--- src/mem_pkg.sv ---
package mem_pkg;

    typedef enum logic {
        MEM_READ_LINE,
        MEM_WRITE_WORD
    } mem_op_e;

    // Which cache port currently owns the memory
    typedef enum logic [1:0] {
        ARB_IDLE,
        ARB_FETCH,
        ARB_DATA
    } arb_state_e;

    localparam int DEF_MEM_LATENCY = 3;     // Cycles from accept to response
    localparam int DEF_MEM_LINES   = 1024;

endpackage

--- src/cache_pkg.sv ---
package cache_pkg;

    localparam int NUM_SETS       = 4;
    localparam int WORDS_PER_LINE = 4;

    typedef logic [15:0] word_t;
    typedef word_t [WORDS_PER_LINE-1:0] line_t;  // Word 0 in the low bits

    typedef logic [11:0] tag_t;
    typedef logic [1:0]  index_t;
    typedef logic [1:0]  offset_t;

    // Word address as tag, set and word in line
    typedef struct packed {
        tag_t    tag;
        index_t  idx;
        offset_t off;
    } addr_t;

    typedef enum logic {
        PS_IDLE,  // Nothing pending on memory
        PS_WAIT   // Fill or write ack outstanding
    } port_state_e;

endpackage
--- src/mem_bus_if.sv ---
interface mem_bus_if
    import cache_pkg::*;
    import mem_pkg::*;
();

    logic    req_valid;
    logic    req_ready;
    mem_op_e req_op;
    word_t   req_addr;
    word_t   req_wdata;
    logic    resp_valid;  // One pulse per accepted request
    line_t   resp_line;

    modport master (
        output req_valid,
        output req_op,
        output req_addr,
        output req_wdata,
        input  req_ready,
        input  resp_valid,
        input  resp_line
    );

    modport slave (
        input  req_valid,
        input  req_op,
        input  req_addr,
        input  req_wdata,
        output req_ready,
        output resp_valid,
        output resp_line
    );

endinterface

--- src/cpu_port_if.sv ---
interface cpu_port_if
    import cache_pkg::*;
();

    logic  valid;
    logic  ready;
    logic  write;
    word_t addr;
    word_t wdata;
    word_t rdata;  // Valid with ready on reads

    modport cache (
        input  valid,
        input  write,
        input  addr,
        input  wdata,
        output ready,
        output rdata
    );

    modport core (
        output valid,
        output write,
        output addr,
        output wdata,
        input  ready,
        input  rdata
    );

endinterface

--- src/dual_port_cache.sv ---
module dual_port_cache
    import cache_pkg::*;
    import mem_pkg::*;
(
    input  logic      clk,
    input  logic      reset_n,
    cpu_port_if.cache fetch,
    cpu_port_if.cache data,
    mem_bus_if.master fetch_mem,
    mem_bus_if.master data_mem,
    output word_t     num_hit,
    output word_t     num_miss
);

    logic        way_valid [2][NUM_SETS];
    tag_t        way_tag   [2][NUM_SETS];
    line_t       way_data  [2][NUM_SETS];
    logic        way_lru   [2][NUM_SETS];  // Set means least recently used

    // Per-port signals, 0 is fetch and 1 is data
    logic        p_valid    [2];
    logic        p_write    [2];
    addr_t       p_addr     [2];
    word_t       p_wdata    [2];
    logic        p_ready    [2];
    word_t       p_rdata    [2];
    logic [1:0]  p_way_hit  [2];
    logic        p_hit      [2];
    logic        p_need_mem [2];
    logic        p_issue    [2];
    logic        p_done     [2];
    logic        p_fill     [2];
    logic        p_patch    [2];
    logic        p_touch    [2];
    logic        p_way      [2];
    port_state_e p_state    [2];
    logic        p_refill   [2];
    logic        any_wait;
    logic [1:0]  hit_inc;
    logic [1:0]  miss_inc;

    logic        m_req_valid  [2];
    mem_op_e     m_req_op     [2];
    word_t       m_req_addr   [2];
    word_t       m_req_wdata  [2];
    logic        m_req_ready  [2];
    logic        m_resp_valid [2];
    line_t       m_resp_line  [2];

    assign p_valid[0]  = fetch.valid;
    assign p_write[0]  = fetch.write;
    assign p_addr[0]   = addr_t'(fetch.addr);
    assign p_wdata[0]  = fetch.wdata;
    assign fetch.ready = p_ready[0];
    assign fetch.rdata = p_rdata[0];

    assign p_valid[1] = data.valid;
    assign p_write[1] = data.write;
    assign p_addr[1]  = addr_t'(data.addr);
    assign p_wdata[1] = data.wdata;
    assign data.ready = p_ready[1];
    assign data.rdata = p_rdata[1];

    assign fetch_mem.req_valid = m_req_valid[0];
    assign fetch_mem.req_op    = m_req_op[0];
    assign fetch_mem.req_addr  = m_req_addr[0];
    assign fetch_mem.req_wdata = m_req_wdata[0];
    assign m_req_ready[0]      = fetch_mem.req_ready;
    assign m_resp_valid[0]     = fetch_mem.resp_valid;
    assign m_resp_line[0]      = fetch_mem.resp_line;

    assign data_mem.req_valid = m_req_valid[1];
    assign data_mem.req_op    = m_req_op[1];
    assign data_mem.req_addr  = m_req_addr[1];
    assign data_mem.req_wdata = m_req_wdata[1];
    assign m_req_ready[1]     = data_mem.req_ready;
    assign m_resp_valid[1]    = data_mem.resp_valid;
    assign m_resp_line[1]     = data_mem.resp_line;

    // Shared stall while either port waits on memory
    assign any_wait = (p_state[0] == PS_WAIT) || (p_state[1] == PS_WAIT);

    always_comb begin
        hit_inc  = '0;
        miss_inc = '0;
        for (int p = 0; p < 2; p++) begin
            for (int w = 0; w < 2; w++) begin
                p_way_hit[p][w] = way_valid[w][p_addr[p].idx]
                                  && (way_tag[w][p_addr[p].idx] == p_addr[p].tag);
            end
            p_hit[p]      = |p_way_hit[p];
            p_rdata[p]    = way_data[p_way_hit[p][1]][p_addr[p].idx][p_addr[p].off];
            p_need_mem[p] = p_valid[p] && (p_write[p] ? !p_refill[p] : !p_hit[p]);
            p_ready[p]    = !any_wait && !p_need_mem[p];
            p_issue[p]    = (p_state[p] == PS_IDLE) && p_need_mem[p];
            p_done[p]     = p_valid[p] && p_ready[p];
            p_fill[p]     = (p_state[p] == PS_WAIT) && m_resp_valid[p]
                            && (m_req_op[p] == MEM_READ_LINE);
            p_patch[p]    = (p_state[p] == PS_WAIT) && m_resp_valid[p]
                            && (m_req_op[p] == MEM_WRITE_WORD) && p_hit[p];
            p_touch[p]    = p_fill[p] || (p_done[p] && !p_write[p]);
            // Victim is way 1 only when it alone is LRU
            p_way[p]      = p_fill[p] ? (way_lru[1][p_addr[p].idx] && !way_lru[0][p_addr[p].idx])
                                      : p_way_hit[p][1];
            if (p_issue[p]) begin
                if (p_write[p] && p_hit[p]) begin
                    hit_inc = hit_inc + 2'd1;
                end else begin
                    miss_inc = miss_inc + 2'd1;
                end
            end else if (p_done[p] && !p_write[p] && !p_refill[p]) begin
                hit_inc = hit_inc + 2'd1;
            end
        end
    end

    always_ff @(posedge clk) begin
        if (!reset_n) begin
            for (int p = 0; p < 2; p++) begin
                p_state[p]     <= PS_IDLE;
                p_refill[p]    <= 1'b0;
                m_req_valid[p] <= 1'b0;
            end
            for (int w = 0; w < 2; w++) begin
                for (int s = 0; s < NUM_SETS; s++) begin
                    way_valid[w][s] <= 1'b0;
                    way_lru[w][s]   <= 1'b0;
                end
            end
            num_hit  <= '0;
            num_miss <= '0;
        end else begin
            num_hit  <= num_hit + word_t'(hit_inc);
            num_miss <= num_miss + word_t'(miss_inc);
            for (int p = 0; p < 2; p++) begin
                if (p_issue[p]) begin
                    p_state[p]     <= PS_WAIT;
                    m_req_valid[p] <= 1'b1;
                end else if (m_req_valid[p] && m_req_ready[p]) begin
                    m_req_valid[p] <= 1'b0;
                end
                if ((p_state[p] == PS_WAIT) && m_resp_valid[p]) begin
                    p_state[p]  <= PS_IDLE;
                    p_refill[p] <= 1'b1;  // Retry must not count as a hit
                end else if (p_done[p]) begin
                    p_refill[p] <= 1'b0;
                end
                if (p_fill[p]) begin
                    way_valid[p_way[p]][p_addr[p].idx] <= 1'b1;
                end
                if (p_touch[p]) begin
                    way_lru[p_way[p]][p_addr[p].idx]  <= 1'b0;
                    way_lru[!p_way[p]][p_addr[p].idx] <= 1'b1;
                end
            end
        end
    end

    always_ff @(posedge clk) begin
        for (int p = 0; p < 2; p++) begin
            if (p_issue[p]) begin
                m_req_op[p]    <= p_write[p] ? MEM_WRITE_WORD : MEM_READ_LINE;
                m_req_addr[p]  <= p_write[p] ? word_t'(p_addr[p])
                                             : {p_addr[p].tag, p_addr[p].idx, 2'b00};
                m_req_wdata[p] <= p_wdata[p];
            end
            if (p_fill[p]) begin
                way_tag[p_way[p]][p_addr[p].idx]  <= p_addr[p].tag;
                way_data[p_way[p]][p_addr[p].idx] <= m_resp_line[p];
            end else if (p_patch[p]) begin
                way_data[p_way[p]][p_addr[p].idx][p_addr[p].off] <= m_req_wdata[p];
            end
        end
    end

endmodule

--- src/flat_wrapper.sv ---
// flat-port wrapper written by rule: the top's interface ports become plain ports
module dual_port_cache_flat import cache_pkg::*; import mem_pkg::*;
  (clk, reset_n, num_hit, num_miss, fetch_valid, fetch_write, fetch_addr, fetch_wdata, fetch_ready, fetch_rdata, data_valid, data_write, data_addr, data_wdata, data_ready, data_rdata, fetch_mem_req_valid, fetch_mem_req_op, fetch_mem_req_addr, fetch_mem_req_wdata, fetch_mem_req_ready, fetch_mem_resp_valid, fetch_mem_resp_line, data_mem_req_valid, data_mem_req_op, data_mem_req_addr, data_mem_req_wdata, data_mem_req_ready, data_mem_resp_valid, data_mem_resp_line);
  cpu_port_if fetch_i ();
  cpu_port_if data_i ();
  mem_bus_if fetch_mem_i ();
  mem_bus_if data_mem_i ();
  input  logic clk;
  input  logic reset_n;
  output word_t num_hit;
  output word_t num_miss;
  input wire logic [$bits(fetch_i.valid)-1:0] fetch_valid;
  input wire logic [$bits(fetch_i.write)-1:0] fetch_write;
  input wire logic [$bits(fetch_i.addr)-1:0] fetch_addr;
  input wire logic [$bits(fetch_i.wdata)-1:0] fetch_wdata;
  output wire logic [$bits(fetch_i.ready)-1:0] fetch_ready;
  output wire logic [$bits(fetch_i.rdata)-1:0] fetch_rdata;
  input wire logic [$bits(data_i.valid)-1:0] data_valid;
  input wire logic [$bits(data_i.write)-1:0] data_write;
  input wire logic [$bits(data_i.addr)-1:0] data_addr;
  input wire logic [$bits(data_i.wdata)-1:0] data_wdata;
  output wire logic [$bits(data_i.ready)-1:0] data_ready;
  output wire logic [$bits(data_i.rdata)-1:0] data_rdata;
  output wire logic [$bits(fetch_mem_i.req_valid)-1:0] fetch_mem_req_valid;
  output wire logic [$bits(fetch_mem_i.req_op)-1:0] fetch_mem_req_op;
  output wire logic [$bits(fetch_mem_i.req_addr)-1:0] fetch_mem_req_addr;
  output wire logic [$bits(fetch_mem_i.req_wdata)-1:0] fetch_mem_req_wdata;
  input wire logic [$bits(fetch_mem_i.req_ready)-1:0] fetch_mem_req_ready;
  input wire logic [$bits(fetch_mem_i.resp_valid)-1:0] fetch_mem_resp_valid;
  input wire logic [$bits(fetch_mem_i.resp_line)-1:0] fetch_mem_resp_line;
  output wire logic [$bits(data_mem_i.req_valid)-1:0] data_mem_req_valid;
  output wire logic [$bits(data_mem_i.req_op)-1:0] data_mem_req_op;
  output wire logic [$bits(data_mem_i.req_addr)-1:0] data_mem_req_addr;
  output wire logic [$bits(data_mem_i.req_wdata)-1:0] data_mem_req_wdata;
  input wire logic [$bits(data_mem_i.req_ready)-1:0] data_mem_req_ready;
  input wire logic [$bits(data_mem_i.resp_valid)-1:0] data_mem_resp_valid;
  input wire logic [$bits(data_mem_i.resp_line)-1:0] data_mem_resp_line;
  assign fetch_i.valid = fetch_valid;
  assign fetch_i.write = fetch_write;
  assign fetch_i.addr = fetch_addr;
  assign fetch_i.wdata = fetch_wdata;
  assign fetch_ready = fetch_i.ready;
  assign fetch_rdata = fetch_i.rdata;
  assign data_i.valid = data_valid;
  assign data_i.write = data_write;
  assign data_i.addr = data_addr;
  assign data_i.wdata = data_wdata;
  assign data_ready = data_i.ready;
  assign data_rdata = data_i.rdata;
  assign fetch_mem_req_valid = fetch_mem_i.req_valid;
  assign fetch_mem_req_op = fetch_mem_i.req_op;
  assign fetch_mem_req_addr = fetch_mem_i.req_addr;
  assign fetch_mem_req_wdata = fetch_mem_i.req_wdata;
  assign fetch_mem_i.req_ready = fetch_mem_req_ready;
  assign fetch_mem_i.resp_valid = fetch_mem_resp_valid;
  assign fetch_mem_i.resp_line = fetch_mem_resp_line;
  assign data_mem_req_valid = data_mem_i.req_valid;
  assign data_mem_req_op = data_mem_i.req_op;
  assign data_mem_req_addr = data_mem_i.req_addr;
  assign data_mem_req_wdata = data_mem_i.req_wdata;
  assign data_mem_i.req_ready = data_mem_req_ready;
  assign data_mem_i.resp_valid = data_mem_resp_valid;
  assign data_mem_i.resp_line = data_mem_resp_line;
  dual_port_cache u_core (.clk(clk), .reset_n(reset_n), .fetch(fetch_i), .data(data_i), .fetch_mem(fetch_mem_i), .data_mem(data_mem_i), .num_hit(num_hit), .num_miss(num_miss));
endmodule
--- config.mk ---
export PLATFORM = sky130hd
export DESIGN_NAME = dual_port_cache_flat
export DESIGN_NICKNAME = d
export VERILOG_FILES = /design/src/mem_pkg.sv /design/src/cache_pkg.sv /design/src/mem_bus_if.sv /design/src/cpu_port_if.sv /design/src/dual_port_cache.sv /design/src/flat_wrapper.sv
export SDC_FILE = /design/constraint.sdc
export NUM_CORES = 2
export LEC_CHECK = 0
export CAP_MARGIN = 10
export CORE_MARGIN = 2
export CORE_UTILIZATION = 47
export DETAILED_ROUTE_END_ITERATION = 16
export DONT_BUFFER_PORTS = 1
export PLACE_DENSITY = 0.66
export SLEW_MARGIN = 20
export SYNTH_ARGS = -nofsm -noshare
export SYNTH_HDL_FRONTEND = slang
export SYNTH_SLANG_ARGS = --single-unit
--- constraint.sdc ---
create_clock -name clk -period 7.8 [get_ports clk]
set_input_delay 1.95 -clock clk [delete_from_list [all_inputs] [get_ports clk]]
set_output_delay 1.95 -clock clk [all_outputs]
set_load 0.01 [all_outputs]
After elaboration in Yosys (flattened, before gate mapping)
Memories as Yosys holds them, arrays and structs flattened.
Index checks and enable logic that the tools add are counted.
{ "word_totals": {"out_inout_bits": 134, "n_memories": 10, "ff_bits": 32, "elab_cells": 1287, "ram_bits": 696, "input_bits": 202} }
{ "op_classes": {"n_reduce_logical": 56, "n_lt_le_gt_ge": 8, "n_eq_ne": 4, "bitwise": 530, "mux": 673, "n_addsub": 4} }
{ "mem_list": {"columns": ["name", "words", "word_bits", "read_ports", "rd_clocked_by_memory_dff", "wr", "line", "text"], "rows": [
  ["u_core.way_data", 2, 256, 2, 0, 2, "dual_port_cache.sv:17", "line_t way_data [2][NUM_SETS];"],
  ["u_core.way_tag", 2, 48, 2, 0, 2, "dual_port_cache.sv:16", "tag_t way_tag [2][NUM_SETS];"],
  ["u_core.m_req_addr", 2, 16, 2, 0, 2, "dual_port_cache.sv:44", "word_t m_req_addr [2];"],
  ["u_core.m_req_wdata", 2, 16, 2, 0, 2, "dual_port_cache.sv:45", "word_t m_req_wdata [2];"],
  ["u_core.way_lru", 2, 4, 2, 0, 4, "dual_port_cache.sv:18", "logic way_lru [2][NUM_SETS];"],
  ["u_core.way_valid", 2, 4, 2, 0, 2, "dual_port_cache.sv:15", "logic way_valid [2][NUM_SETS];"],
  ["+4 memories", null, null, null, null, null, null, null]
]} }
{ "ops": {"columns": ["op", "n"], "rows": [
  ["$mux W256", 4],
  ["$mux W1", 599],
  ["$or A1 B1 Y1", 524],
  ["$demux W64 S2", 4],
  ["$mux W64", 8],
  ["$bmux W64 S2", 2],
  ["$mux W12", 10],
  ["$bmux W12 S2", 4],
  ["$mux W48", 2],
  ["$bmux W16 S2", 2],
  ["$demux W16 S2", 2],
  ["$mux W16", 4],
  ["$demux W12 S2", 2],
  ["$eq A12 B12 Y1", 4],
  ["$mux W4", 12],
  ["$logic_and A1 B1 Y1", 34],
  ["$add A16 B2 Y16", 2],
  ["$bmux W1 S2", 8],
  ["$mux W2", 8],
  ["$reduce_or A4 Y1", 4],
  ["$logic_not A1 Y1", 13],
  ["$ge A3 B3 Y1 const B", 2],
  ["$lt A2 B3 Y1 const B", 2],
  ["$lt A3 B1 Y1 const B", 2],
  ["7 further kinds", 17]
]} }

Depth between registers and ports, before layout
{ "depth": {"depth_word": 21, "depth_mapped": 22, "mapped_depth_nobuf": 17} }

Worst setup path after synthesis
OpenSTA, ideal clock, no wires.
{ "synth_timing": {"path_type": "input -> register", "from": "in data_addr[3]", "to": "reg u_core.num_miss[14]", "path_slack_ns": 0.743, "arrival_ns": 6.942, "path_stages": 19, "t_required_ns": 7.685, "setup_ns": 0.115, "n_path_buf": 4, "cell_sequence": "buf_2 buf_4 buf_2 mux4_2 xnor2_1 nand4_1 nor2_8 buf_2 nor3_1 a21oi_1 nor3_2 mux2_2 ha_1 inv_1 fa_1 nor2b_1 nand3_1 xnor2_1 and2_1"} }
{ "synth_lines": {"columns": ["element", "line", "text"], "rows": [
  ["from (decl)", "flat_wrapper.sv:20", "input wire logic [$bits(data_i.addr)-1:0] data_addr;"],
  ["to (signal assigned)", "dual_port_cache.sv:134", "num_miss <= num_miss + word_t'(miss_inc);"],
  ["to (decl)", "dual_port_cache.sv:12", "output word_t num_miss"]
]} }

Worst setup path after layout
{ "layout_timing": {"from": "in fetch_addr[2]", "to": "out fetch_rdata[4]"} }
{ "layout_via": {"elab_chain_cells": 12, "word_cells_on_any_way": 15, "cone_classes": "eq/ne: 1; mux: 11; bitwise: 1; reduce/logical: 1; memory: 1"} }
{ "layout_lines": {"columns": ["element", "line", "text"], "rows": [
  ["from (decl)", "flat_wrapper.sv:14", "input wire logic [$bits(fetch_i.addr)-1:0] fetch_addr;"],
  ["$not A2 Y3 (not written as such) *", "dual_port_cache.sv:88, dual_port_cache.sv:89, dual_port_cache.sv:92", null],
  ["$bmux W12 S2", "dual_port_cache.sv:89", "&& (way_tag[w][p_addr[p].idx] == p_addr[p].tag);"],
  ["$mux W12 (not written as such) (2 in a row)", "dual_port_cache.sv:89", null],
  ["$eq A12 B12 Y1", "dual_port_cache.sv:89", null],
  ["$logic_and A1 B1 Y1", "dual_port_cache.sv:89", null],
  ["$mem_v2 Z2 W256", null, null],
  ["$bmux W64 S2 *", "dual_port_cache.sv:92", "p_rdata[p] = way_data[p_way_hit[p][1]][p_addr[p].idx][p_addr[p].off];"],
  ["$mux W64 (not written as such) * (2 in a row)", "dual_port_cache.sv:92", null],
  ["$bmux W16 S2 *", "dual_port_cache.sv:92", null],
  ["$mux W16 (not written as such) *", "dual_port_cache.sv:92", null],
  ["to (decl)", "flat_wrapper.sv:17", "output wire logic [$bits(fetch_i.rdata)-1:0] fetch_rdata;"]
]} }
Every way passes the cells marked *; elsewhere a longest branch is shown, timed or not. The select of a mux whose other input is x is not followed.

==> reports/results.md <==
* 40200 — overall via count from detail_route
* 2.52 ns — r2r setup slk
* reg2reg — min-delay worst type
* 5.87 ns — Data arrival, critical path
* 7.43 — via density per instance
* 8340 — number of fill cells in the layout
* in2out — worst setup path category
* 316 um — Die Width
* 0 — count of maximum capacitance violations
* 0 — count of nets left with antenna violations after detail routing
* 95 — CP max FO
* 114 — cell row count
* 336 — I/O pins
* output pin — Worst Setup End Kind
* -0.0239 ns — worst setup slack after layout
* 0.00249 W — switching power
* 37.7 um — WL/cell
* 0 — count of final hold-check violations
* 99600 um^2 — die footprint
* 22700 um^2 — multi-input gate area in the final layout
* setup timing — failing checks
* 0.0344 ns — Fin Clk Skew
* 15.7% — GR Layer Usage met3
* 45.5% — power share of the sequential group
* 47.3% — initial standard-cell utilization of the core
* sky130_fd_sc_hd__nor4_1 — CP max stage cell
* 96400 um^2 — placeable core region
* sky130_fd_sc_hd__clkbuf_16 — CTS Root Buffer Type
* 39.7% — global routing usage summed across all routing layers
* met2 — layer with the highest usage after global routing
* 9 — iteration count of the initial detailed-routing pass
* 3 — buffer levels on the longest clock path
* 19.0 nW — total leakage power
* 59.5% — met2 layer usage reported by global route
* 316 um — vertical extent of the die
* 5.85 ns — required time worst endpoint
* 135000 um — HPWL after detailed placement
* 0.70 ns — Worst-Skew Late Latency
* 1 — final setup violation count
* 1.23 ns — slew at the pin closest to its max-slew limit
* 17.1% — layout cell share with drive strength beyond 1
* 25.8% — fraction of power spent switching nets
* 204000 um — overall routed net length
* 38800 — number of global-route vias before repair
* 11.9% — layout overhead on the synthesized area
* 45600 um^2 — combined area of all synthesized cells
* 0 — aggregate global routing overflow
* 3 — count of H-tree levels built during CTS
* 70 — unique cell type count in the Yosys netlist
* 0 — CTS hold repair buffers
* sky130_fd_sc_hd__mux2i_1 — most common cell after layout, fill and taps aside
* mux4_2 -> xnor2_1 -> nand2_1 -> a21oi_1 -> nand3_4 -> buf_4 -> mux2i_1 -> o22ai_1 -> nor4_1 -> a211oi_1 -> buf_4 -> buf_4 — series of cell instances along the critical path
* sky130_fd_sc_hd__mux2i_1, sky130_fd_sc_hd__edfxtp_1, sky130_fd_sc_hd__nand2_1 — commonest cells after routing, fill and taps aside
* 189 nW/um^2 — Pwr per Cell Area
* 728 — register bit total from synthesis
* 728 — number of clock sinks
* 4278 — syn_nets
* 677 — Post-synth EDFFs
* 48100 um^2 — dpl cell area
* 0.128 GHz — Fmax
* primary input — Setup crit start kind
* 4255 — net count reported at finish
* finished, violations left — run status
* sky130_fd_sc_hd__buf_4 — most frequent CP cell
* false — RSZ-0062 raised after global routing
* 0.00717 W — design internal power
* done — CTS tree
* 127 — maximum number of pins on one net before global-route repair
* 0.06 ns — Clock transition at path regs
* 0 — DRC violations left
* 3 — Critical path buffers and inverters
* 44.2% — share of power burned in the clock network
* sky130_fd_sc_hd__edfxtp_1 — most common flop cell mapped by yosys
* simple AND/OR/NAND/NOR gates — cell class contributing the biggest share of worst-path delay
* 0% — Async SR Flop Fraction
* 0 — number of buffers added on ports
* 100% — post-route clock period utilization
* 0 — count of pins over their slew limit
* 0 — number of warnings reported in the yosys synthesis log
* 46.0% — fraction of met1 tracks used by global routing
* 46.8% — sequential fraction of the synthesis area
* 11.2 um^2 — post-synthesis average cell area
* 21400 um^2 — sequential standard cell area
* 18.0% — worst max-slew margin expressed relative to the limit
* 7.82 ns — final period demand of the worst path
* 10.3% — Combinational Power Share
* 15 — initial antenna violation count
* 0.89 ns — maximum cell stage delay along the critical path
* 282000 um — wire length of the first global-routing pass
* 51100 um^2 — final non-filler cell area
* 1.02 — RePlAce Congestion
* 6804 — Detailed Route Iter0 Violations
* -0.0239 ns — aggregate negative setup slack
* 4067 — gate count after technology mapping
* 87 — TritonCTS Buffers
* 0.161 mV — maximum vdd ir drop
synth_stat cells, types with 10 or more instances:
cell type / number / share of area (%)
sky130_fd_sc_hd__a211oi_1: 38 / 0.62
sky130_fd_sc_hd__a21oi_1: 133 / 1.5
sky130_fd_sc_hd__a221oi_1: 158 / 3.0
sky130_fd_sc_hd__a22oi_1: 224 / 3.7
sky130_fd_sc_hd__and2_1: 33 / 0.45
sky130_fd_sc_hd__buf_1: 41 / 0.34
sky130_fd_sc_hd__buf_2: 52 / 0.57
sky130_fd_sc_hd__buf_4: 42 / 0.69
sky130_fd_sc_hd__buf_6: 29 / 0.72
sky130_fd_sc_hd__clkbuf_1: 246 / 2.0
sky130_fd_sc_hd__dfxtp_1: 51 / 2.2
sky130_fd_sc_hd__edfxtp_1: 677 / 45
sky130_fd_sc_hd__inv_1: 14 / 0.12
sky130_fd_sc_hd__mux2_2: 137 / 3.4
sky130_fd_sc_hd__mux2i_1: 850 / 19
sky130_fd_sc_hd__mux4_2: 32 / 1.6
sky130_fd_sc_hd__nand2_1: 386 / 3.2
sky130_fd_sc_hd__nand2b_1: 12 / 0.16
sky130_fd_sc_hd__nand3_1: 87 / 0.95
sky130_fd_sc_hd__nand4_1: 25 / 0.34
sky130_fd_sc_hd__nor2_1: 175 / 1.4
sky130_fd_sc_hd__nor2_2: 12 / 0.16
sky130_fd_sc_hd__nor2b_1: 16 / 0.22
sky130_fd_sc_hd__nor3_1: 28 / 0.31
sky130_fd_sc_hd__nor4_1: 26 / 0.36
sky130_fd_sc_hd__o21a_1: 11 / 0.18
sky130_fd_sc_hd__o21ai_0: 61 / 0.67
sky130_fd_sc_hd__o21ai_1: 26 / 0.29
sky130_fd_sc_hd__o221ai_1: 60 / 1.2
sky130_fd_sc_hd__o22ai_1: 167 / 2.3
sky130_fd_sc_hd__o32ai_1: 18 / 0.35
sky130_fd_sc_hd__xnor2_1: 78 / 1.5
sky130_fd_sc_hd__xor2_1: 10 / 0.19
metal layers:
metal / vias up / wire length (um) / share of wire, %
li1: 15900 / - / -
met1: 19600 / 67900 / 33
met2: 3600 / 87300 / 43
met3: 1001 / 29500 / 15
met4: 12 / 18800 / 9.2
met5: - / 105 / 0.052
stage by stage:
step / setup slack, ns / utilization [%] / cells / hold WS [ns] / total power [W]
after floorplan: 0.743 / - / 4067 / 0.456 / 0.00504
after global placement: 0.131 / 49.9 / 5231 / 0.465 / 0.00540
after detailed placement: 0.119 / 49.9 / 5231 / 0.475 / 0.00541
after CTS: 0.114 / 52.9 / 5393 / 0.488 / 0.00961
after global routing: 0.0239 / 53.0 / 5393 / 0.528 / 0.00983
final: -0.0239 / 53.0 / 5404 / 0.495 / 0.00966
final timing paths:
kind                     startpoint                     end  depth (start not counted)
min          u_core.way_valid[1][3]  u_core.way_valid[1][3]                          1
max                   fetch_addr[2]          fetch_rdata[4]                         12
max reg2reg    u_core.way_tag[1][7]      u_core.num_hit[14]                         17
min reg2reg  u_core.way_valid[1][3]  u_core.way_valid[1][3]                          1
power by group through the flow:
stage	clock [W]	combinational (W)	sequential [W]
finish	0.00427	0.000993	0.00440
floorplan	0	0.000575	0.00447
detailed placement	0	0.000935	0.00448
global placement	0	0.000919	0.00448
global route	0.00441	0.00102	0.00440
CTS	0.00427	0.000938	0.00440
repair_timing:
item | 4_1_cts | 5_1_grt
endpoints found under the setup margin | 0 | 2
buffers inserted | 0 | 0
gates resized for setup | 0 | 2
cell type report:
| type | instances | area share (%) |
|---|---|---|
| timing repair buffer | 298 | 4.84 |
| clock buffer | 105 | 4.43 |
| inverter | 14 | 0.103 |
| multi-input combinational | 2915 | 44.4 |
| antenna | 11 | 0.0539 |
| clock inverter | 57 | 1.28 |
| tap | 1276 | 3.12 |
| sequential | 728 | 41.8 |
registers in the layout, indices dropped and copies added, names as in the netlist:
register            count
u_core.m_req_valid      2
u_core.num_hit         16
u_core.way_valid        8
u_core.m_req_op         2
u_core.num_miss        16
u_core.way_lru          8
u_core.m_req_addr      32
u_core.way_tag         96
u_core.p_state          2
u_core.p_refill         2
u_core.way_data       512
u_core.m_req_wdata     32
cells by family after synthesis:
group / share of synthesized area, %
compound gates: 14.9
xor+xnor: 1.69
fa+ha+maj: 0.280
buf+inv: 4.45
flops: 46.8
mux: 23.6
simple gates: 8.28
worst register-to-register path, stage by stage (launching register included):
cell,delay [ns]
sky130_fd_sc_hd__edfxtp_1,0.40
sky130_fd_sc_hd__mux4_2,0.49
sky130_fd_sc_hd__xnor2_1,0.28
sky130_fd_sc_hd__nand2_1,0.10
sky130_fd_sc_hd__a21oi_1,0.41
sky130_fd_sc_hd__nand3_4,0.44
sky130_fd_sc_hd__buf_4,0.35
sky130_fd_sc_hd__nor2b_1,0.14
sky130_fd_sc_hd__a2111oi_0,0.72
sky130_fd_sc_hd__ha_1,0.36
sky130_fd_sc_hd__mux2_2,0.26
sky130_fd_sc_hd__ha_1,0.21
sky130_fd_sc_hd__fa_1,0.47
sky130_fd_sc_hd__nand2_1,0.16
sky130_fd_sc_hd__nor2_1,0.08
sky130_fd_sc_hd__nand4_1,0.10
sky130_fd_sc_hd__xnor2_1,0.06
sky130_fd_sc_hd__and2_1,0.15
(Power assumes the default switching activity.)
