--- config.mk ---
export PLATFORM = sky130hd
export DESIGN_NAME = mem_arbiter_flat
export DESIGN_NICKNAME = d
export VERILOG_FILES = /design/src/mem_pkg.sv /design/src/cache_pkg.sv /design/src/mem_bus_if.sv /design/src/mem_arbiter.sv /design/src/flat_wrapper.sv
export SDC_FILE = /design/constraint.sdc
export NUM_CORES = 1
export LEC_CHECK = 0
export ABC_AREA = 1
export BUFFER_PORTS_ARGS = -buffer_cell sky130_fd_sc_hd__buf_2
export CAP_MARGIN = 20
export CORE_AREA = 4 4 116 118
export DETAILED_ROUTE_END_ITERATION = 10
export DIE_AREA = 0 0 120 122
export PLACE_DENSITY = 0.49
export SLEW_MARGIN = 30
export SYNTH_ARGS = -nofsm -noshare
export SYNTH_HDL_FRONTEND = slang
export SYNTH_SLANG_ARGS = --single-unit
--- constraint.sdc ---
create_clock -name clk -period 1.2 [get_ports clk]
set_clock_uncertainty 0.05 [all_clocks]
set_input_delay 0.24 -clock clk [delete_from_list [all_inputs] [get_ports clk]]
set_output_delay 0.24 -clock clk [all_outputs]
set_load 0.1 [all_outputs]
--- src/mem_pkg.sv ---
package mem_pkg;

    typedef enum logic {
        MEM_READ_LINE,
        MEM_WRITE_WORD
    } mem_op_e;

    // Which cache port currently owns the memory
    typedef enum logic [1:0] {
        ARB_IDLE,
        ARB_FETCH,
        ARB_DATA
    } arb_state_e;

    localparam int DEF_MEM_LATENCY = 3;     // Cycles from accept to response
    localparam int DEF_MEM_LINES   = 1024;

endpackage

--- src/cache_pkg.sv ---
package cache_pkg;

    localparam int NUM_SETS       = 4;
    localparam int WORDS_PER_LINE = 4;

    typedef logic [15:0] word_t;
    typedef word_t [WORDS_PER_LINE-1:0] line_t;  // Word 0 in the low bits

    typedef logic [11:0] tag_t;
    typedef logic [1:0]  index_t;
    typedef logic [1:0]  offset_t;

    // Word address as tag, set and word in line
    typedef struct packed {
        tag_t    tag;
        index_t  idx;
        offset_t off;
    } addr_t;

    typedef enum logic {
        PS_IDLE,  // Nothing pending on memory
        PS_WAIT   // Fill or write ack outstanding
    } port_state_e;

endpackage
--- src/mem_bus_if.sv ---
interface mem_bus_if
    import cache_pkg::*;
    import mem_pkg::*;
();

    logic    req_valid;
    logic    req_ready;
    mem_op_e req_op;
    word_t   req_addr;
    word_t   req_wdata;
    logic    resp_valid;  // One pulse per accepted request
    line_t   resp_line;

    modport master (
        output req_valid,
        output req_op,
        output req_addr,
        output req_wdata,
        input  req_ready,
        input  resp_valid,
        input  resp_line
    );

    modport slave (
        input  req_valid,
        input  req_op,
        input  req_addr,
        input  req_wdata,
        output req_ready,
        output resp_valid,
        output resp_line
    );

endinterface

--- src/mem_arbiter.sv ---
module mem_arbiter
    import mem_pkg::*;
(
    input  logic      clk,
    input  logic      reset_n,
    mem_bus_if.slave  fetch_req,
    mem_bus_if.slave  data_req,
    mem_bus_if.master mem
);

    arb_state_e state;
    logic       arb_idle;
    logic       pick_fetch;

    assign arb_idle   = (state == ARB_IDLE);
    assign pick_fetch = fetch_req.req_valid;  // Fetch fills win

    always_comb begin
        mem.req_valid = arb_idle && (fetch_req.req_valid || data_req.req_valid);
        if (pick_fetch) begin
            mem.req_op    = fetch_req.req_op;
            mem.req_addr  = fetch_req.req_addr;
            mem.req_wdata = fetch_req.req_wdata;
        end else begin
            mem.req_op    = data_req.req_op;
            mem.req_addr  = data_req.req_addr;
            mem.req_wdata = data_req.req_wdata;
        end

        fetch_req.req_ready = arb_idle && pick_fetch && mem.req_ready;
        data_req.req_ready  = arb_idle && !pick_fetch && mem.req_ready;

        // Response goes only to the owner
        fetch_req.resp_valid = (state == ARB_FETCH) && mem.resp_valid;
        data_req.resp_valid  = (state == ARB_DATA) && mem.resp_valid;
        fetch_req.resp_line  = mem.resp_line;
        data_req.resp_line   = mem.resp_line;
    end

    always_ff @(posedge clk) begin
        if (!reset_n) begin
            state <= ARB_IDLE;
        end else begin
            case (state)
                ARB_IDLE: begin
                    if (mem.req_valid && mem.req_ready) begin
                        state <= pick_fetch ? ARB_FETCH : ARB_DATA;
                    end
                end
                ARB_FETCH, ARB_DATA: begin
                    if (mem.resp_valid) begin
                        state <= ARB_IDLE;
                    end
                end
                default: state <= ARB_IDLE;
            endcase
        end
    end

endmodule

--- src/flat_wrapper.sv ---
// flat-port wrapper written by rule: the top's interface ports become plain ports
module mem_arbiter_flat import mem_pkg::*;
  (clk, reset_n, fetch_req_req_valid, fetch_req_req_op, fetch_req_req_addr, fetch_req_req_wdata, fetch_req_req_ready, fetch_req_resp_valid, fetch_req_resp_line, data_req_req_valid, data_req_req_op, data_req_req_addr, data_req_req_wdata, data_req_req_ready, data_req_resp_valid, data_req_resp_line, mem_req_valid, mem_req_op, mem_req_addr, mem_req_wdata, mem_req_ready, mem_resp_valid, mem_resp_line);
  mem_bus_if fetch_req_i ();
  mem_bus_if data_req_i ();
  mem_bus_if mem_i ();
  input  logic clk;
  input  logic reset_n;
  input wire logic [$bits(fetch_req_i.req_valid)-1:0] fetch_req_req_valid;
  input wire logic [$bits(fetch_req_i.req_op)-1:0] fetch_req_req_op;
  input wire logic [$bits(fetch_req_i.req_addr)-1:0] fetch_req_req_addr;
  input wire logic [$bits(fetch_req_i.req_wdata)-1:0] fetch_req_req_wdata;
  output wire logic [$bits(fetch_req_i.req_ready)-1:0] fetch_req_req_ready;
  output wire logic [$bits(fetch_req_i.resp_valid)-1:0] fetch_req_resp_valid;
  output wire logic [$bits(fetch_req_i.resp_line)-1:0] fetch_req_resp_line;
  input wire logic [$bits(data_req_i.req_valid)-1:0] data_req_req_valid;
  input wire logic [$bits(data_req_i.req_op)-1:0] data_req_req_op;
  input wire logic [$bits(data_req_i.req_addr)-1:0] data_req_req_addr;
  input wire logic [$bits(data_req_i.req_wdata)-1:0] data_req_req_wdata;
  output wire logic [$bits(data_req_i.req_ready)-1:0] data_req_req_ready;
  output wire logic [$bits(data_req_i.resp_valid)-1:0] data_req_resp_valid;
  output wire logic [$bits(data_req_i.resp_line)-1:0] data_req_resp_line;
  output wire logic [$bits(mem_i.req_valid)-1:0] mem_req_valid;
  output wire logic [$bits(mem_i.req_op)-1:0] mem_req_op;
  output wire logic [$bits(mem_i.req_addr)-1:0] mem_req_addr;
  output wire logic [$bits(mem_i.req_wdata)-1:0] mem_req_wdata;
  input wire logic [$bits(mem_i.req_ready)-1:0] mem_req_ready;
  input wire logic [$bits(mem_i.resp_valid)-1:0] mem_resp_valid;
  input wire logic [$bits(mem_i.resp_line)-1:0] mem_resp_line;
  assign fetch_req_i.req_valid = fetch_req_req_valid;
  assign fetch_req_i.req_op = fetch_req_req_op;
  assign fetch_req_i.req_addr = fetch_req_req_addr;
  assign fetch_req_i.req_wdata = fetch_req_req_wdata;
  assign fetch_req_req_ready = fetch_req_i.req_ready;
  assign fetch_req_resp_valid = fetch_req_i.resp_valid;
  assign fetch_req_resp_line = fetch_req_i.resp_line;
  assign data_req_i.req_valid = data_req_req_valid;
  assign data_req_i.req_op = data_req_req_op;
  assign data_req_i.req_addr = data_req_req_addr;
  assign data_req_i.req_wdata = data_req_req_wdata;
  assign data_req_req_ready = data_req_i.req_ready;
  assign data_req_resp_valid = data_req_i.resp_valid;
  assign data_req_resp_line = data_req_i.resp_line;
  assign mem_req_valid = mem_i.req_valid;
  assign mem_req_op = mem_i.req_op;
  assign mem_req_addr = mem_i.req_addr;
  assign mem_req_wdata = mem_i.req_wdata;
  assign mem_i.req_ready = mem_req_ready;
  assign mem_i.resp_valid = mem_resp_valid;
  assign mem_i.resp_line = mem_resp_line;
  mem_arbiter u_core (.clk(clk), .reset_n(reset_n), .fetch_req(fetch_req_i), .data_req(data_req_i), .mem(mem_i));
endmodule
Word level (Yosys, flattened, before mapping)
Cells that the tools add are included.

cells by class
  multiplexer cells = 7
  equality and inequality tests = 4
  reductions and logical operators = 13

operator list
  operator            count
  $mux 16             2
  $logic_and 1x1->1   8
  $mux 2              3
  $ne 2x2->1 const B  2
  $pmux 2 s2          1
  $eq 2x1->1 const B  1
  $eq 2x2->1 const B  1
  $logic_not 2->1     1
  $reduce_and 2->1    1
  $reduce_or 2->1     1
  $logic_not 1->1     1
  $logic_or 1x1->1    1
  $mux 1              1

word-level totals
  register bits after elaboration = 2
  bits of input ports = 136
  output and inout port bits = 166
  word-level logic and storage cells = 25

Logic depth before layout (Yosys ltp)
Gate-level depths: netlist of the first run.

  depth in word-level cells = 5
  mapped depth = 6
  depth with buffers taken out = 6

Worst setup path before layout of the first run
No wires, ideal clock.

  kind = reg-to-output
  start point = reg u_core.state[0]
  end point = out fetch_req_req_ready
  arrival time = 1.928 ns
  buffers on the path = 0
  required time = 0.910 ns
  stages on the path, launching flop included = 5
  path slack = -1.018 ns
  cells stage by stage = dfxtp_1 inv_1 ha_1 nand2_1 nor2_1

on the way
  cells in the longest elaborated chain, start to end = 3

RTL lines
  element                         line                text
  start, declared                 mem_arbiter.sv:11   arb_state_e state;
  start signal, assigned          mem_arbiter.sv:47   state <= pick_fetch ? ARB_FETCH : ARB_DATA;
  $logic_not 2->1                 mem_arbiter.sv:15   assign arb_idle = (state == ARB_IDLE);
  $logic_and 1x1->1 (2 in a row)  mem_arbiter.sv:30   fetch_req.req_ready = arb_idle && pick_fetch && mem.req_ready;
  end, declared                   flat_wrapper.sv:13  output wire logic [$bits(fetch_req_i.req_ready)-1:0] fetch_req_req_ready;

No other way between the ends.

Worst setup path in the final report of the first run
  start point = reg u_core.state[1]
  end point = out data_req_resp_valid

on the way
  cells in the longest elaborated chain, start to end = 2

RTL lines
  element            line                text
  $eq 2x2->1         mem_arbiter.sv:35   data_req.resp_valid = (state == ARB_DATA) && mem.resp_valid;
  $logic_and 1x1->1  mem_arbiter.sv:35
  end, declared      flat_wrapper.sv:21  output wire logic [$bits(data_req_i.resp_valid)-1:0] data_req_resp_valid;

No other way between the ends.

==> run_results.csv, run 1 <==
group,metric,value,unit
final_layout,top_register,"u_core.state",
critical_path,critPathArrivalTime,1.16,ns
die,die_w,120,um
final_layout,area_delta_synth_final,137,%
final_layout,drive_gt1_frac,0.943,
drt,first_pass_iters,3,
yosys,synth_nets,404,
final_layout,largest_register_ffs,2,
final_layout,layout.nets,406,
place,portBuffers,109,
critical_path,crit_path_max_fanout,2,
power,leakagePower,1.53,nW
drt,drtIter0Drc,26,
yosys,ys_seq_area_frac,0.0255,
yosys,syn_area,1570,um^2
grt,antenna_found_initial,0,
cts,cts-root-buf,"clkbuf_16",
final_layout,top_regs,"u_core.state (2)",
timing,fin_tns_setup,-3.70,ns
die,rows,41,
cts,clkSinkCount,2,
timing,fmax,0.689,GHz
cts,cts.htree.levels,1,
final_layout,stdcell_area,3710,um^2
die,core_area,12500,um^2
drt,postRouteAntennaNets,0,
timing,fin_crit,1.45,ns
critical_path,crit_type,"flop to output port",
grt,grt_pass1_vias,1689,
place,dp_slack,-0.208,ns
yosys,synth-seq-cells,2,
critical_path,start_kind,"flop",
power,ir_drop,0.557,mV
drt,drc,0,
cts,cts_buffers,3,
yosys,syn_inst,265,
timing,final-hold-violation-count,0,
drt,drt-wirelength-per-cell,14.5,um
run_status,violations,"negative setup slack",
final_layout,fin_cells,437,
final_layout,final_common_cell,"buf_2",
timing,worst_slew_pin_slew,0.177,ns
grt,grt_use_total,0.0805,
die,initial_utilization,0.126,
timing,setup_viol,36,
final_layout,diodes,0,
run,drv_cap,0,
grt,use_met2,0.149,
place,place_area,2510,um^2
power,powerDensity,1060,nW/um^2
critical_path,cp.required,0.91,ns
drt,vias_per_cell,3.36,
timing,rsz0062_at_grt,"true",
die,dieArea,14600,um^2
grt,use_met3,0.0344,
timing,setup_ws,-0.252,ns
drt,wl,6330,um
cts,cts_buffer_depth,2,
grt,grt_max_degree,10,
cts,cts_tree,"done",
place,dp.cells,418,
min_path,min_path_type,"input port to flop",
critical_path,rrSetupSlack,0.08,ns
timing,fin_crit_sh,1.21,
yosys,yosys_warnings,0,
cts,worstSkewPairLatency,0.22,ns
grt,grt-ovfl-total,0,
place,routabilityCongestion,0.711,
yosys,synth.avg_cell_area,5.92,um^2
yosys,synth.distinct_cells,13,
place,hpwl,4400,um
timing,drv_slew,0,
run_status,status,"finished with violations",
critical_path,critPathCaptureType,"output port",
cts,path_clk_slew,0.03,ns
grt,gr-usage-met1,0.0765,
final_layout,final_cell_mix,"buf_2, nand2_8, buf_12",
cts,hold_buffers,0,
timing,slew_headroom,0.882,
die,pin_count,302,
grt,grt_pass1_wl,9160,um
drt,dr_total_vias,1467,
die,die_h,122,um
grt,grt_busiest_layer,"met2",
where the power goes:
| group | switching (mW) | total, mW | internal (mW) |
|---|---|---|---|
| combinational | 2.00 | 3.30 | 1.30 |
| clock | 0.0827 | 0.507 | 0.424 |
| sequential | 0.0310 | 0.143 | 0.112 |
| total | 2.12 | 3.95 | 1.83 |
worst max-delay path, cell delays in order, from the launching register on:
cell	delay (ns)
dfxtp_2	0.31
buf_4	0.13
ha_2	0.16
nand2_2	0.07
clkinvlp_4	0.09
buf_12	0.17
layer usage:
metal | wire [um] | vias up | part of all wire
met5 | 0 | - | 0
met4 | 267 | 0 | 0.042
met3 | 729 | 51 | 0.12
met2 | 3410 | 101 | 0.54
met1 | 1920 | 649 | 0.30
li1 | - | 666 | -
synthesized netlist by cell type:
| master | number | area, um^2 |
|---|---|---|
| buf_4 | 131 | 983 |
| nand2_1 | 108 | 405 |
| inv_1 | 6 | 22.5 |
| nor2_1 | 4 | 15.0 |
| buf_2 | 3 | 15.0 |
| ha_1 | 3 | 37.5 |
| a21oi_1 | 2 | 10.0 |
| dfxtp_1 | 2 | 40.0 |
| nand3_1 | 2 | 10.0 |
| buf_6 | 1 | 11.3 |
| inv_2 | 1 | 3.75 |
| nand2_2 | 1 | 6.26 |
| o21ai_2 | 1 | 8.76 |
repair_timing:
action / 4_1_cts / 5_1_grt
buffers inserted: 12 / 3
gates resized for setup: 158 / 36
pin swaps: 18 / 25
cloned: 6 / 0
endpoints found under the setup margin: 38 / 39
per-stage QoR:
| step | hold WS [ns] | util | power, mW |
|---|---|---|---|
| 2_1_floorplan | 0.303 | - | 3.98 |
| 3_5_place_dp | 0.431 | 0.202 | 2.93 |
| 6_report | 0.204 | 0.298 | 3.95 |
| 3_3_place_gp | 0.431 | 0.202 | 2.88 |
| 5_1_grt | 0.228 | 0.298 | 4.10 |
| 4_1_cts | 0.205 | 0.284 | 3.91 |
cells by family after synthesis:
| family | synth area share |
|---|---|
| flip-flops | 0.0255 |
| AND/OR/NAND/NOR | 0.278 |
| AO/OA/AOI/OAI | 0.0120 |
| adder cells (fa/ha/maj) | 0.0239 |
| buffers and inverters | 0.660 |
area by class of cell:
| cell class | instances | area, um^2 |
|---|---|---|
| fillers | 1220 | 8750 |
| multi-input cells | 121 | 1770 |
| repair buffers | 132 | 1560 |
| well taps | 172 | 215 |
| clock buffers | 3 | 75.1 |
| inverters | 7 | 50.0 |
| flip-flops and latches | 2 | 42.5 |
path summary, 6_finish.rpt:
path	from	endpoint	cells after the start
setup / recovery	u_core.state[1]	data_req_resp_valid	5
hold / removal	reset_n	u_core.state[0]	3
setup reg to reg	u_core.state[0]	u_core.state[1]	5
hold reg to reg	u_core.state[0]	u_core.state[0]	2
Power figures use the tool's default switching activity.
==> run 2: changes to the inputs <==
--- a/config.mk
+++ b/config.mk
@@ -7,11 +7,11 @@
 export LEC_CHECK = 0
 export ABC_AREA = 1
 export BUFFER_PORTS_ARGS = -buffer_cell sky130_fd_sc_hd__buf_2
-export CAP_MARGIN = 20
-export CORE_AREA = 4 4 116 118
+export CAP_MARGIN = 10
+export CORE_AREA = 2 2 118 120
 export DETAILED_ROUTE_END_ITERATION = 10
 export DIE_AREA = 0 0 120 122
-export PLACE_DENSITY = 0.49
+export PLACE_DENSITY = 0.46
 export SLEW_MARGIN = 30
 export SYNTH_ARGS = -nofsm -noshare
 export SYNTH_HDL_FRONTEND = slang
==> run 2 against run 1 <==
  * The run still ends with negative setup slack left
  * Non-clock buffer count grew 12
  * Fmax rose by 0.52%
  * Via count rose by 4.2%
  * Combinational power grew 4%
  * Critical path type unchanged
  * Count of clock-buffer cells in the layout unchanged
  * First-iteration DRC count fell by 31%
  * Setup slack improved by 0.0076 ns
==> run_results.csv, run 2 (synthesis results as in run 1) <==
group,metric,value,unit
grt,grt_max_degree,15,
grt,grt_pass1_wl,9110,um
final_layout,fin_cells,457,
final_layout,largest_register_ffs,2,
drt,first_pass_iters,4,
power,power_switching,2.13,mW
power,power_frac_seq,0.036,
power,powerDensity,1020,nW/um^2
die,pin_count,302,
final_layout,layout.nets,418,
cts,cts-root-buf,"clkbuf_16",
power,p_sw_frac,0.525,
drt,drc,0,
drt,vias_per_cell,3.35,
critical_path,critPathArrivalTime,1.15,ns
final_layout,final_cell_mix,"buf_2, nand2_8, buf_12",
cts,cts_buffer_depth,2,
final_layout,top_register,"u_core.state",
drt,wl_met2,3660,um
place,hpwl,4000,um
drt,dr_total_vias,1529,
timing,slew_headroom,0.888,
final_layout,final_common_cell,"buf_2",
drt,m1WireLength,1790,um
critical_path,rrSetupSlack,-0.01,ns
timing,drv_slew,0,
cts,worstSkewPairLatency,0.22,ns
grt,grt-ovfl-total,0,
cts,hold_buffers,0,
die,initial_utilization,0.116,
critical_path,crit_type,"flop to output port",
drt,drtIter0Drc,18,
die,dieArea,14600,um^2
drt,wl,6430,um
die,die_w,120,um
drt,drt-wirelength-per-cell,14.1,um
critical_path,cp.required,0.91,ns
place,dp.cells,426,
run_status,status,"finished with violations",
critical_path,critPathTopFamily,"flip-flops",
die,die_h,122,um
timing,fin_crit_sh,1.20,
cts,path_clk_slew,0.03,ns
run_status,violations,"negative setup slack",
final_layout,top_regs,"u_core.state (2)",
drt,postRouteAntennaNets,0,
cts,clkSinkCount,2,
grt,grt_use_total,0.0819,
timing,fin_crit,1.44,ns
critical_path,critPathCaptureType,"output port",
power,power_frac_comb,0.841,
min_path,min_path_type,"input port to flop",
timing,setup_viol,40,
grt,grt_pass1_vias,1642,
power,clkPwrFrac,0.123,
run,drv_cap,0,
power,leakagePower,1.66,nW
drt,top_layer,"met4",
timing,rsz0062_at_grt,"true",
critical_path,start_kind,"flop",
critical_path,crit_chain,"inv_2 > ha_4 > nand2_4 > nor2_4 > buf_12",
final_layout,diodes,0,
timing,setup_ws,-0.245,ns
final_layout,area_delta_synth_final,155,%
die,rows,43,
die,core_area,13500,um^2
critical_path,crit_path_max_fanout,4,
power,ir_drop,0.446,mV
timing,worst_slew_pin_slew,0.167,ns
cts,cts_tree,"done",
timing,fmax,0.692,GHz
power,intPower,1.93,mW
place,routabilityCongestion,0.656,
timing,final-hold-violation-count,0,
critical_path,cp.buffers_inverters,2,
drt,dr_wl_met3,713,um
final_layout,drive_gt1_frac,0.957,
critical_path,cp_slowest_cell,"dfxtp_2",
place,portBuffers,109,
final_layout,stdcell_area,4000,um^2
critical_path,cpPeakStageDelay,0.32,ns
cts,cts_buffers,3,
cts,cts.htree.levels,1,
grt,antenna_found_initial,0,
place,place_area,2540,um^2
[run 2: cell types whose count changed in the layout (fill, tap and decap cells not counted), sizes merged]
cell    before  now
buf        132  143
clkbuf       3    4
clkinv       0    1
inv          5    4
[run 2: repair_timing]
item	4_1_cts	5_1_grt
endpoints found under the setup margin	38	40
resized for setup	169	22
gates cloned	7	1
setup buffers	15	5
pin swaps	9	19
[run 2: cell type report]
cell class                 instances  area, um^2
clock buffer                       3        75.1
fill                            1359        9510
inverter                           7        46.3
multi-input combinational        121        1810
sequential                         2        42.5
tap                              180         225
timing repair buffer             144        1800
[run 2: worst paths after layout]
kind,endpoint,cells after the start,startpoint
worst min register to register,u_core.state[0],2,u_core.state[0]
worst min-delay path,u_core.state[0],3,reset_n
worst max register to register,u_core.state[1],8,u_core.state[1]
worst max-delay path,data_req_req_ready,5,u_core.state[1]
[run 2: per-layer routing]
metal,GRT usage,vias up
met5,0,-
met1,0.0701,680
met2,0.164,113
li1,-,689
met3,0.0257,47
met4,0.0478,0
[run 2: tightest hold or removal path: cells and delay by family]
family / cells / cell delay [ns]
buffers and inverters: 1 / 0.11
AND/OR/NAND/NOR: 2 / 0.09
[run 2: through the flow]
| stage | power (mW) | setup slack (ns) | utilization | hold slack (ns) | setup TNS, ns |
|---|---|---|---|---|---|
| after floorplan | 3.98 | -0.228 | - | 0.303 | -0.650 |
| after global placement | 2.90 | -0.205 | 0.188 | 0.429 | -5.16 |
| after detailed placement | 2.93 | -0.210 | 0.188 | 0.431 | -5.43 |
| after CTS | 3.95 | -0.243 | 0.279 | 0.210 | -4.66 |
| after global routing | 4.23 | -0.285 | 0.296 | 0.239 | -5.50 |
| final | 4.06 | -0.245 | 0.296 | 0.204 | -4.38 |
[run 2: power by group through the flow]
stage	Sequential (mW)	Clock, mW	Combinational (mW)
finish	0.146	0.499	3.42
global placement	0.144	0	2.76
CTS	0.147	0.500	3.30
global route	0.156	0.516	3.56
detailed placement	0.146	0	2.78
floorplan	0.139	0	3.84
==> run 3: changes to the inputs <==
--- a/config.mk
+++ b/config.mk
@@ -5,13 +5,12 @@
 export SDC_FILE = /design/constraint.sdc
 export NUM_CORES = 1
 export LEC_CHECK = 0
-export ABC_AREA = 1
 export BUFFER_PORTS_ARGS = -buffer_cell sky130_fd_sc_hd__buf_2
 export CAP_MARGIN = 10
-export CORE_AREA = 2 2 118 120
+export CORE_AREA = 2 2 116 118
 export DETAILED_ROUTE_END_ITERATION = 10
-export DIE_AREA = 0 0 120 122
-export PLACE_DENSITY = 0.46
+export DIE_AREA = 0 0 118 120
+export PLACE_DENSITY = 0.49
 export SLEW_MARGIN = 30
 export SYNTH_ARGS = -nofsm -noshare
 export SYNTH_HDL_FRONTEND = slang
==> run 3 against run 2 <==
  * The flow still finishes with violations (negative setup slack)
  * Largest power group unchanged
  * Register-to-register slack better by 0.05 ns
  * Critical endpoint is now fetch_req_req_ready
  * Count of clock-buffer cells in the layout unchanged
  * Fmax up 0.16%
==> run_results.csv, run 3 <==
group,metric,value,unit
yosys,synth_top_area_share,0.571,
cts,worstSkewPairLatency,0.22,ns
critical_path,crit_chain,"inv_2 > ha_4 > and3_4 > buf_12",
final_layout,area_delta_synth_final,43.9,%
run_status,status,"finished with violations",
die,die_w,118,um
critical_path,worstReg2RegStart,"u_core.state[0]",
critical_path,cp_slowest_cell,"dfxtp_2",
final_layout,top_register,"u_core.state",
final_layout,register_area,42.5,um^2
yosys,ys_seq_area_frac,0.0238,
critical_path,critPathCaptureType,"output port",
power,leakagePower,1.16,nW
final_layout,diodes,0,
final_layout,final_common_cell,"buf_2",
power,power,2.28,mW
critical_path,rr_worst_depth,5,
critical_path,cpPeakStageDelay,0.32,ns
critical_path,crit_type,"flop to output port",
yosys,synth.distinct_cells,19,
drt,vias_per_cell,2.96,
timing,rsz0062_at_grt,"true",
yosys,syn_area,1680,um^2
run,drv_cap,0,
cts,cts_buffers,3,
yosys,ys.flop_type,"dfxtp_1",
yosys,synthTopCellsByArea,"buf_4, mux2_4, buf_12",
grt,grt_max_degree,8,
timing,fmax,0.693,GHz
die,dieArea,14200,um^2
timing,final-hold-violation-count,0,
critical_path,cp.buffers_inverters,2,
min_path,min_to,"u_core.state[0]",
drt,postRouteAntennaNets,0,
die,core_area,13000,um^2
critical_path,crit_path_max_fanout,4,
run_status,violations,"negative setup slack",
final_layout,multiInputGateArea,676,um^2
min_path,min_path_type,"input port to flop",
yosys,synth_nets,326,
yosys,synth-seq-cells,2,
yosys,yosys_warnings,0,
power,p_sw_frac,0.464,
final_layout,layout.nets,321,
place,dp_slack,-0.184,ns
drt,drc,0,
drt,dr_total_vias,1052,
grt,antenna_found_initial,0,
place,portBuffers,109,
timing,fin_crit,1.44,ns
critical_path,start_kind,"flop",
grt,grt_pass1_wl,5330,um
place,dp.cells,344,
critical_path,r2r_end,"u_core.state[1]",
cts,cts-root-buf,"clkbuf_16",
drt,first_pass_iters,3,
critical_path,rrSetupSlack,0.04,ns
drt,drtIter0Drc,9,
drt,wl,3720,um
cts,cts_buffer_depth,2,
power,powerDensity,942,nW/um^2
cts,cts.htree.levels,1,
power,power_frac_comb,0.744,
timing,slew_headroom,0.802,
power,power_frac_seq,0.034,
power,clkPwrFrac,0.222,
final_layout,drive_gt1_frac,0.967,
timing,drv_slew,0,
critical_path,critPathTopFamily,"flip-flops",
final_layout,fill_cells,1428,
timing,worst_slew_pin_slew,0.294,ns
place,place_area,2090,um^2
yosys,syn_inst,187,
cts,hold_buffers,0,
timing,setup_ws,-0.242,ns
yosys,synth_most_common_cell,"buf_4",
place,hpwl,3040,um
final_layout,fin_util,0.186,
power,intPower,1.22,mW
yosys,synth_edf_count,0,
timing,fin_crit_sh,1.20,
die,rows,42,
drt,drt-wirelength-per-cell,10.4,um
die,pin_count,302,
power,ir_drop,0.606,mV
timing,setup_viol,38,
final_layout,fin_cells,356,
power,power_switching,1.06,mW
min_path,min_path_cells,3,
grt,grt_pass1_vias,1138,
cts,path_clk_slew,0.03,ns
yosys,synth_async_sr_flop_share,0,
final_layout,largest_register_ffs,2,
critical_path,critPathArrivalTime,1.15,ns
cts,clkSinkCount,2,
yosys,synth.avg_cell_area,8.99,um^2
cts,cts_tree,"done",
yosys,synth_common_cells,"buf_4, mux2_4, mux2_2",
final_layout,stdcell_area,2420,um^2
yosys,yosysTopAreaCell,"buf_4",
final_layout,top_regs,"u_core.state (2)",
die,die_h,120,um
die,initial_utilization,0.130,
critical_path,cp.required,0.91,ns
final_layout,final_cell_mix,"buf_2, buf_12, mux2_4",
grt,grt_use_total,0.0484,
grt,grt-ovfl-total,0,
place,routabilityCongestion,0.636,
min_path,min_from,"reset_n",
-- run 3: stage by stage --
step / setup TNS [ns] / hold WS [ns]
floorplan: -1.61 / 0.322
global placement: -5.69 / 0.411
detailed placement: -5.87 / 0.417
CTS: -5.77 / 0.234
global route: -5.81 / 0.265
finish: -5.07 / 0.233
-- run 3: final cells by class --
type,instances,area share
repair buffers,122,0.578
multi-input cells,51,0.279
well taps,176,0.0910
clock buffers,3,0.0310
flip-flops and latches,2,0.0176
inverters,2,0.00310
-- run 3: repair_timing --
action | 4_1_cts | 5_1_grt
setup buffers | 2 | 2
cloned | 6 | 0
endpoints found under the setup margin | 38 | 40
gates resized for setup | 13 | 4
pin swaps | 1 | 1
endpoints found under the hold margin | 0 | 0
-- run 3: logic make-up (layout without fill, tap and decap cells) --
kind of cell | Yosys count | after routing | share of synthesized area
simple gates | 10 | 10 | 0.0320
buf+inv | 134 | 127 | 0.618
flops | 2 | 2 | 0.0238
fa+ha+maj | 3 | 3 | 0.0223
mux | 33 | 33 | 0.283
compound gates | 5 | 5 | 0.0201
-- run 3: power by group through the flow --
stage | Sequential [mW] | Clock, mW | Combinational [mW]
6_report | 0.0768 | 0.506 | 1.70
3_5_place_dp | 0.0777 | 0 | 1.59
3_3_place_gp | 0.0774 | 0 | 1.58
4_1_cts | 0.0769 | 0.519 | 1.70
5_1_grt | 0.0775 | 0.523 | 1.75
2_1_floorplan | 0.0765 | 0 | 3.02
-- run 3: worst register-to-register path, stage by stage (launching register included) --
cell and delay, ns:
dfxtp_2 0.34, inv_2 0.06, ha_4 0.27, nand2b_4 0.06
and3_4 0.17, o2bb2ai_1 0.11
-- run 3: worst max-delay path by stage --
stage | from | to | slack [ns] | cells after the start
2_1_floorplan | u_core.state[1] | u_core.state[1] | -0.17 | 5
3_3_place_gp | fetch_req_req_valid | mem_req_wdata[9] | -0.18 | 4
3_5_place_dp | fetch_req_req_valid | mem_req_wdata[11] | -0.18 | 4
4_1_cts | u_core.state[1] | fetch_req_req_ready | -0.25 | 4
5_1_grt | u_core.state[1] | data_req_req_ready | -0.29 | 5
6_report | u_core.state[1] | fetch_req_req_ready | -0.24 | 4
-- run 3: layer usage --
layer,global-route usage,routed length [um]
met2,0.0868,1850
met4,0.0377,170
met1,0.0402,1120
met3,0.0247,575
met5,0,0
